<file path="src/icache_defines.svh">
`ifndef ICACHE_DEFINES_SVH
`define ICACHE_DEFINES_SVH

////////////////////////////////////////
// word and address widths
////////////////////////////////////////

`define IC_WORD_W    32   // one instruction
`define IC_ADDR_W    30   // word address, byte bits dropped

////////////////////////////////////////
// address split
////////////////////////////////////////

// tag | index | offset, msb first
`define IC_OFFSET_W  2    // word inside a line
`define IC_INDEX_W   8    // set select
`define IC_TAG_W     20   // what is left of the word address

////////////////////////////////////////
// geometry
////////////////////////////////////////

`define IC_WORDS     4    // words per line
`define IC_SETS      256  // sets per way
`define IC_LINE_W    128  // IC_WORDS * IC_WORD_W

`endif
</file>
<file path="src/icache_pkg.sv">
`include "icache_defines.svh"

package icache_pkg;

    ////////////////////////////////////////
    // scalar types
    ////////////////////////////////////////

    typedef logic [`IC_WORD_W-1:0]   word_t;
    typedef logic [`IC_TAG_W-1:0]    tag_t;
    typedef logic [`IC_INDEX_W-1:0]  index_t;
    typedef logic [`IC_OFFSET_W-1:0] offset_t;
    typedef logic [`IC_LINE_W-1:0]   line_t;   // word 0 in the low bits

    ////////////////////////////////////////
    // structs
    ////////////////////////////////////////

    typedef struct packed {
        tag_t    tag;
        index_t  index;
        offset_t offset;
    } fetch_addr_t;                 // 30 bits

    typedef struct packed {
        tag_t   tag;
        index_t index;
    } line_addr_t;                  // line address to the next level

    typedef struct packed {
        logic   we;                 // write strobe for tag and data arrays
        logic   way;
        index_t index;
        tag_t   tag;
        line_t  line;
    } fill_t;

    typedef struct packed {
        logic  hit;
        logic  hit_way;
        logic  victim_way;          // way to replace on a miss
        word_t word;                // word of the hit way
    } lookup_t;

    typedef enum logic [1:0] {IDLE, ACCESS, WAIT_FILL, WRITE} ic_state_e;

endpackage

</file>
<file path="src/icache_ctrl.sv">
`timescale 1ns/100ps

`include "icache_defines.svh"

module icache_ctrl
    import icache_pkg::*;
(
    input  logic        clk,
    input  logic        arst_n,
    // cpu side
    input  logic        fetch_req,
    input  fetch_addr_t fetch_addr,
    output logic        fetch_ack,
    output word_t       fetch_data,
    // next level
    output logic        l2_req,
    output line_addr_t  l2_addr,
    input  logic        l2_ack,
    input  line_t       l2_line,
    // lookup and arrays
    input  lookup_t     result,
    output logic        rd_en,
    output index_t      rd_index,
    output logic        acc_en,
    output fill_t       fill
);

    ic_state_e                            state_q;
    logic                                 victim_q;     // way picked at the miss
    logic                                 fill_we_q;
    line_t                                fill_line_q;
    logic [`IC_WORDS-1:0][`IC_WORD_W-1:0] l2_words;
    word_t                                fwd_word;

    ////////////////////////////////////////
    // array read and lookup strobes
    ////////////////////////////////////////

    // read starts as soon as a request shows up in IDLE
    assign rd_en    = (state_q == IDLE) && fetch_req;
    assign rd_index = fetch_addr.index;

    // lru touch on a hit
    assign acc_en = (state_q == ACCESS) && result.hit;

    ////////////////////////////////////////
    // refill path
    ////////////////////////////////////////

    // requested word straight from the arriving line
    assign l2_words = l2_line;
    assign fwd_word = l2_words[fetch_addr.offset];

    // index and tag come from the held line address
    assign fill = '{
        we:    fill_we_q,
        way:   victim_q,
        index: l2_addr.index,
        tag:   l2_addr.tag,
        line:  fill_line_q
    };

    ////////////////////////////////////////
    // FSM and handshakes
    ////////////////////////////////////////

    always_ff @(posedge clk or negedge arst_n) begin
        if (!arst_n) begin
            state_q   <= IDLE;
            fetch_ack <= 1'b0;
            l2_req    <= 1'b0;
            fill_we_q <= 1'b0;
        end else begin
            case (state_q)
                IDLE: begin
                    if (fetch_req) begin
                        state_q <= ACCESS;      // arrays read on this edge
                    end
                end
                ACCESS: begin
                    if (result.hit) begin
                        fetch_ack <= 1'b1;
                        state_q   <= WRITE;
                    end else begin
                        l2_req  <= 1'b1;        // l2_ack already low after WRITE
                        state_q <= WAIT_FILL;
                    end
                end
                WAIT_FILL: begin
                    if (l2_ack) begin
                        l2_req    <= 1'b0;
                        fill_we_q <= 1'b1;      // arrays write next edge
                        state_q   <= WRITE;
                    end
                end
                WRITE: begin
                    if (fill_we_q) begin
                        fill_we_q <= 1'b0;
                        fetch_ack <= 1'b1;      // same edge as the array write
                    end else if (!fetch_req || !fetch_ack) begin
                        fetch_ack <= 1'b0;
                        // wait out the next level before a new fetch
                        if (!l2_ack) begin
                            state_q <= IDLE;
                        end
                    end
                end
                default: begin
                    state_q <= IDLE;
                end
            endcase
        end
    end

    ////////////////////////////////////////
    // payload registers
    ////////////////////////////////////////

    always_ff @(posedge clk) begin
        if (state_q == ACCESS) begin
            if (result.hit) begin
                fetch_data <= result.word;
            end else begin
                victim_q <= result.victim_way;
                l2_addr  <= '{tag: fetch_addr.tag, index: fetch_addr.index};
            end
        end
        if ((state_q == WAIT_FILL) && l2_ack) begin
            fill_line_q <= l2_line;
            fetch_data  <= fwd_word;    // ready one edge before fetch_ack
        end
    end

    // fetch_data and fetch_ack hold in WRITE
    // until the cpu lets go of fetch_req

endmodule

</file>
<file path="config.mk">
export PLATFORM = sky130hd
export DESIGN_NAME = icache_ctrl
export DESIGN_NICKNAME = d
export VERILOG_FILES = /design/src/icache_pkg.sv /design/src/icache_ctrl.sv
export VERILOG_INCLUDE_DIRS = /design/src /design/src/src
export SDC_FILE = /design/constraint.sdc
export NUM_CORES = 1
export LEC_CHECK = 0
export BUFFER_PORTS_ARGS = -buffer_cell sky130_fd_sc_hd__buf_2
export CAP_MARGIN = 20
export CORE_AREA = 2 2 165 167
export DETAILED_ROUTE_END_ITERATION = 8
export DIE_AREA = 0 0 167 169
export PLACE_DENSITY_LB_ADDON = 0.12
export SKIP_CTS_REPAIR_TIMING = 1
export SLEW_MARGIN = 5
export SYNTH_ARGS = -nofsm -noshare
export SYNTH_HDL_FRONTEND = slang
export SYNTH_SLANG_ARGS = --single-unit
</file>
<file path="constraint.sdc">
create_clock -name clk -period 9.1 [get_ports clk]
set_clock_uncertainty 0.1 [all_clocks]
set_input_delay 0.455 -clock clk [delete_from_list [all_inputs] [get_ports clk]]
set_output_delay 0.455 -clock clk [all_outputs]
set_load 0.005 [all_outputs]
</file>
==> impl_results.md, run 1 <==
* Status: completed
* Max Buffers Root-to-Sink at 2
* CTS Buf Count at 17
* Worst Hold End: fill[129]$_DFFE_PP_
* Leakage at ~0.0043 uW
* Min cycle time layout at 3.70 ns
* Max Cap Violations at 0
* Vias in the first global route at 5134
* Max VDD drop at 0.103 mV
* Total wire length at 21900 um
* Period utilization at 0.407
* R2R setup slack at 5.40 ns
* H-Tree Depth at 4
* Initial Util at 0.288
* Routed len/inst at 19.9 um
* Hold path cells at 1
* Worst Setup End Kind: flop
* Post-Syn Nets at 550
* Area contributors post-synth: edfxtp_1, mux4_2, mux2_4
* Worst hold path type: in -> reg
* DPL Wire Length at ~17000 um
* Vias per cell at 4.32
* Worst Tran Pin Value at around 1.0 ns
* Synth Warn # at 0
* Worst Setup Start Kind: flop
* Layout Cell Area excl Fill at roughly 10000 um2
* Largest net degree at the start of global routing at 62
* Post-route setup slack at 5.40 ns
* Synth Instances at 347
* Final setup fails at 0
* Peak Freq at roughly 270 MHz
* Die area at 28200 um2
* Hold Fails Final Rpt at 0
* Die Wd at 167 um
* # nets final at 952
* Area growth syn-to-layout at 37.0%
* Post-synthesis sequential area ratio at 0.760
* Met1 usage at 0.157
* Via count at 4762
* Most common library cell in the layout ignoring fill and taps: buf_2
* Most frequent cells in the layout: buf_2, edfxtp_1, mux4_2
* Chip height at 169 um
* Netlist cell types at 26
* Starting DRT DRC Count at 211
* HP Start: fetch_addr[11]
* GR met3 Demand/Resource at 0.0687
* Yosys reg bits at around 190
* Antenna violations before repair at 0
* Crit-path max FO at 61
* Synth Cell Area at 7630 um2
* Worst-path clk slew at 0.08 ns
* Buffers on Ports at 425
* Ratio of cells with drive above 1 in the final layout at 0.693
* Routability cong. at around 0.8
* GRT Total Usage at 0.152
* Syn Area/Cell at around 22 um2
* Area of placed instances at 9840 um2
* Grt met2 use at 0.273
* Busiest grt layer: met2
* Clk_lat worst skew at 0.42 ns
* Power Density at 241 nW/um2
* I/O Pins at 427
* Core Footprint at 26500 um2
* First-pass GRT wire length at 31500 um
* # DRC at 0
* Gr ovfl total at 0
* TritonRoute pass-1 iters at 5
* Antenna cells at 0
* TNS Setup at 0 ns
* Crit path DAT at 3.78 ns
* WP data required at 9.18 ns
* Post-synth top area cell: edfxtp_1
* Unrepaired setup endpoints after global routing: no
* Count of final max-slew check failures at 0
* CTS tree: done
* Share of the synthesized area in the top cell type at 0.744
* CP Class: reg -> reg
* Depth of the most critical reg-to-reg path at 7
* Worst R2R End: fetch_data[23]$_DFFE_PP_
* Pre-CTS setup slack at between 5 and 6 ns
* Worst r2r src: state_q[0]$_DFFE_PN0P_
* Clock root buffer: clkbuf_16
* Slew headroom at 0.325
* Row cnt at 60
* CTS Sinks at between 150 and 200
* Post-route ant nets at 0
synthesized netlist by cell type:
cell type / number
nor2_1: 3
and2_1: 1
o21ai_1: 4
ha_1: 6
a21oi_1: 3
o21ai_0: 2
a22o_1: 1
nand2b_1: 1
nor4b_1: 1
buf_4: 38
inv_1: 7
buf_12: 3
buf_6: 1
a221oi_1: 1
mux2_2: 2
edfxtp_1: 189
nand3_1: 1
inv_2: 1
buf_1: 2
buf_2: 4
o2111a_1: 1
mux2_4: 30
nor2b_1: 2
mux4_2: 32
nand2_1: 6
dfrtp_1: 5
worst max-delay path: stages (launching register included):
cell and delay (ns):
dfrtp_1 0.42, inv_1 0.15, ha_1 0.23, nand2_1 0.17
inv_6 0.43, buf_4 0.66, buf_4 0.77, mux2_2 0.41
registers in the layout, summed over array words and instances, names as in the netlist:
signal	cells
fill_we_q	1
fetch_ack	1
state_q	2
fill	28
fetch_data	32
l2_req	1
fill_line_q	128
victim_q	1
layout make-up:
class                   instances  area, um2
clock buffers                  17        425
repair buffers                431       2190
clock inverters                15        161
well taps                     341        427
inverters                       8       35.0
multi-input cells              97       1420
fillers                      2455      16000
flip-flops and latches        194       5800
per-stage QoR:
step / std cells / util / hold slack [ns] / power, uW
after floorplan: 347 / - / 0.0594 / 1540
after global placement: 1069 / 0.371 / 0.182 / 1800
after detailed placement: 1069 / 0.371 / 0.182 / 1810
after CTS: 1101 / 0.393 / -0.293 / 2560
after global routing: 1103 / 0.395 / 0.0716 / 2650
final: 1103 / 0.395 / 0.102 / 2520
kinds of logic (layout without fill, tap and decap cells):
group | Yosys count | in the layout | share of synthesized area
buffers and inverters | 56 | 471 | 0.0543
and+or+nand+nor | 15 | 15 | 0.00951
DFF | 194 | 194 | 0.760
adders and majority gates | 6 | 6 | 0.00984
muxes | 64 | 64 | 0.156
AOI/OAI and AO/OA | 12 | 12 | 0.00968
report_power, final:
group          total [uW]  internal (uW)  leakage, uW  switching (uW)
Sequential           1240           1190      0.00179            50.0
Clock                 746            369     0.000285             377
Combinational         540            241      0.00227             299
worst max path at each step:
stage                           start                       end  slack, ns  cells after the start
6_report       state_q[0]$_DFFE_PN0P_  fetch_data[23]$_DFFE_PP_       5.40                      7
5_1_grt        state_q[0]$_DFFE_PN0P_  fetch_data[31]$_DFFE_PP_       5.13                      7
4_1_cts        state_q[0]$_DFFE_PN0P_  fetch_data[31]$_DFFE_PP_       5.36                      7
3_5_place_dp   state_q[0]$_DFFE_PN0P_  fetch_data[31]$_DFFE_PP_       5.36                      7
3_3_place_gp   state_q[0]$_DFFE_PN0P_  fetch_data[31]$_DFFE_PP_       5.48                      7
2_1_floorplan  state_q[0]$_DFFE_PN0P_  fetch_data[15]$_DFFE_PP_       5.74                      6
per-layer routing:
metal,share of wire,vias up
met5,0,-
met4,0.020,0
met3,0.11,20
met2,0.53,266
met1,0.35,2322
li1,-,2154
(Power assumes the default switching activity.)
==> inputs of run 2 (changes only) <==
==> constraint.sdc (replaced) <==
create_clock -name clk -period 3.5 [get_ports clk]
set_clock_uncertainty 0.1 [all_clocks]
set_input_delay 0.175 -clock clk [delete_from_list [all_inputs] [get_ports clk]]
set_output_delay 0.175 -clock clk [all_outputs]
set_load 0.005 [all_outputs]
==> impl_results.md, run 2 (same netlist as run 1, synthesis figures left out) <==
* Status: completed
* Antenna cells at 0 (unchanged)
* Reg power frac at 0.476 (-0.014)
* Slew headroom at 0.344 (+0.0194)
* Worst Tran Pin Value at 0.984 ns (-0.0292 ns)
* # DRC at 0 (unchanged)
* Max VDD drop at 0.269 mV (+160%)
* HP Start: fetch_req
* Min cycle time layout at 2.34 ns (-1.36 ns)
* Crit path DAT at 2.43 ns (-1.35 ns)
* Via count at 5548 (+17%)
* Sequential cell area at 5800 um2 (unchanged)
* Max incr delay on CP at 0.42 ns (-0.35 ns)
* Cell-internal power at 4830 uW (+170%)
* Max Buffers Root-to-Sink at 2 (unchanged)
* Unrepaired setup endpoints after global routing: no
* CP Class: reg -> reg
* Crit-path max FO at 45 (-26%)
* Clk network pwr share at 0.287 (-0.009)
* Period utilization at 0.668 (+0.261)
* Peak Freq at 428 MHz (+58%)
* Routed len/inst at 18.2 um (-8.2%)
* Worst r2r src: state_q[0]$_DFFE_PN0P_
* Top reg by flops: fill_line_q
* Worst Setup End Kind: flop
* CP max-delay cell: dfrtp_1
* DPL Wire Length at 17500 um (+5.4%)
* Worst R2R End: fetch_data[11]$_DFFE_PP_
* Worst Setup Start Kind: flop
* TNS Setup at 0 ns (unchanged)
* Hold Fails Final Rpt at 0 (unchanged)
* Ratio of cells with drive above 1 in the final layout at 0.558 (-0.135)
* Starting DRT DRC Count at 268 (+27%)
* Post-route ant nets at 0 (unchanged)
* TritonRoute pass-1 iters at 4 (-1)
* Die Wd at 167 um (unchanged)
* CTS Sinks at 194 (unchanged)
* GRT Total Usage at 0.156 (+0.00368)
* FILL cells at 2339 (-4.7%)
* Antenna violations before repair at 0 (unchanged)
* # nets final at 1147 (+20%)
* Most common library cell in the layout ignoring fill and taps: buf_2
* Max Cap Violations at 0 (unchanged)
* Critical path buffers and inverters at 3 (-1)
* H-Tree Depth at 4 (unchanged)
* Buffers on Ports at 425 (unchanged)
* NetSw at 1950 uW (+170%)
* CTS tree: done
* Worst hold path type: in -> reg
* Comb pwr share at 0.238 (+0.024)
* Depth of the most critical reg-to-reg path at 6 (-1)
* Largest net degree at the start of global routing at 46 (-26%)
* Most frequent cells in the layout: buf_2, dlygate4sd3_1, edfxtp_1
* Vias in the first global route at 5258 (+2.4%)
* Worst Hold End: fetch_ack$_DFFE_PN0P_
* Row cnt at 60 (unchanged)
* CP Cell Sequence: inv_1 > ha_1 > nand2_1 > inv_6 > buf_4 > mux2_4
* Final setup fails at 0 (unchanged)
* Chip height at 169 um (unchanged)
* Multi-input logic area at 1420 um2 (unchanged)
* Gr ovfl total at 0 (unchanged)
* Switch share at 0.287 (-0.000361)
* Total wire length at 23700 um (+8.0%)
* Area growth syn-to-layout at 62.7%
* Worst hold slack at 0.00688 ns (-0.0949 ns)
* WP data required at 3.60 ns (-5.58 ns)
* Leakage at 0.00518 uW (+19%)
* Clock root buffer: clkbuf_16
* Routability cong. at 0.800 (+0.34%)
* R2R setup slack at 1.16 ns (-4.24 ns)
* Count of final max-slew check failures at 0 (unchanged)
* I/O Pins at 427 (unchanged)
* CTS Buf Count at 17 (unchanged)
* Clk_lat worst skew at 0.43 ns (about the same)
* Power Density at 546 nW/um2 (+130%)
* Delay-heaviest family, CP: buffers and inverters
* Core Footprint at 26500 um2 (unchanged)
* Initial Util at 0.288 (unchanged)
* First-pass GRT wire length at 32200 um (+2.2%)
* Vias per cell at 4.27 (-1.0%)
* Die area at 28200 um2 (unchanged)
* Largest register FFs at 128 (unchanged)
* Hold path cells at 3 (+2)
* Worst-path clk slew at 0.09 ns (about the same)
## run 2: cell types whose count changed in the layout (fill, tap and decap cells not counted), sizes merged
cell,change
buf,+6
inv,+1
clkinv,-1
dlygate4sd3,+189
## run 2: through the flow
stage          instance area, um2  worst slack [ns]  cells  power [uW]   util
6_report                    12400              1.16   1298        6770  0.469
2_1_floorplan                7630             0.144    347        4000      -
3_3_place_gp                 9930              1.19   1076        4720  0.375
4_1_cts                     10500              1.12   1108        6700  0.397
3_5_place_dp                 9930              1.13   1076        4760  0.375
5_1_grt                     12400             0.981   1298        7110  0.469
## run 2: power groups by stage
stage	clock network (uW)	registers, uW	logic [uW]
2_1_floorplan	0	3340	665
3_3_place_gp	0	3260	1460
3_5_place_dp	0	3280	1480
4_1_cts	2000	3230	1480
5_1_grt	2080	3270	1760
6_report	1940	3220	1610
## run 2: routing by layer
metal  vias up  track usage  routed length (um)
li1       2544            -                   -
met1      2701        0.157                8420
met5         -            0                   0
met2       278        0.286               12800
met3        25       0.0585                1850
met4         0       0.0693                 584
## run 2: worst max-delay path by stage
stage,startpoint,endpoint,slack [ns],cells past startpoint
after detailed placement,state_q[0]$_DFFE_PN0P_,fetch_data[16]$_DFFE_PP_,1.13,6
after global routing,state_q[0]$_DFFE_PN0P_,fetch_data[26]$_DFFE_PP_,0.98,6
after CTS,state_q[0]$_DFFE_PN0P_,fetch_data[26]$_DFFE_PP_,1.12,6
after global placement,state_q[0]$_DFFE_PN0P_,fetch_data[20]$_DFFE_PP_,1.19,6
after floorplan,state_q[0]$_DFFE_PN0P_,fetch_data[15]$_DFFE_PP_,0.14,6
final,state_q[0]$_DFFE_PN0P_,fetch_data[11]$_DFFE_PP_,1.16,6
## run 2: tightest hold or removal path, delay by kind of cell
family                 cells  cell delay (ns)
AO/OA/AOI/OAI              2             0.18
buffers and inverters      1             0.13
## run 2: layout make-up
| cell class | instances | share of cell area |
|---|---|---|
| flip-flops and latches | 194 | 0.467 |
| repair buffers | 626 | 0.334 |
| multi-input cells | 97 | 0.114 |
| well taps | 341 | 0.0344 |
| clock buffers | 17 | 0.0343 |
| clock inverters | 15 | 0.0128 |
| inverters | 8 | 0.00282 |
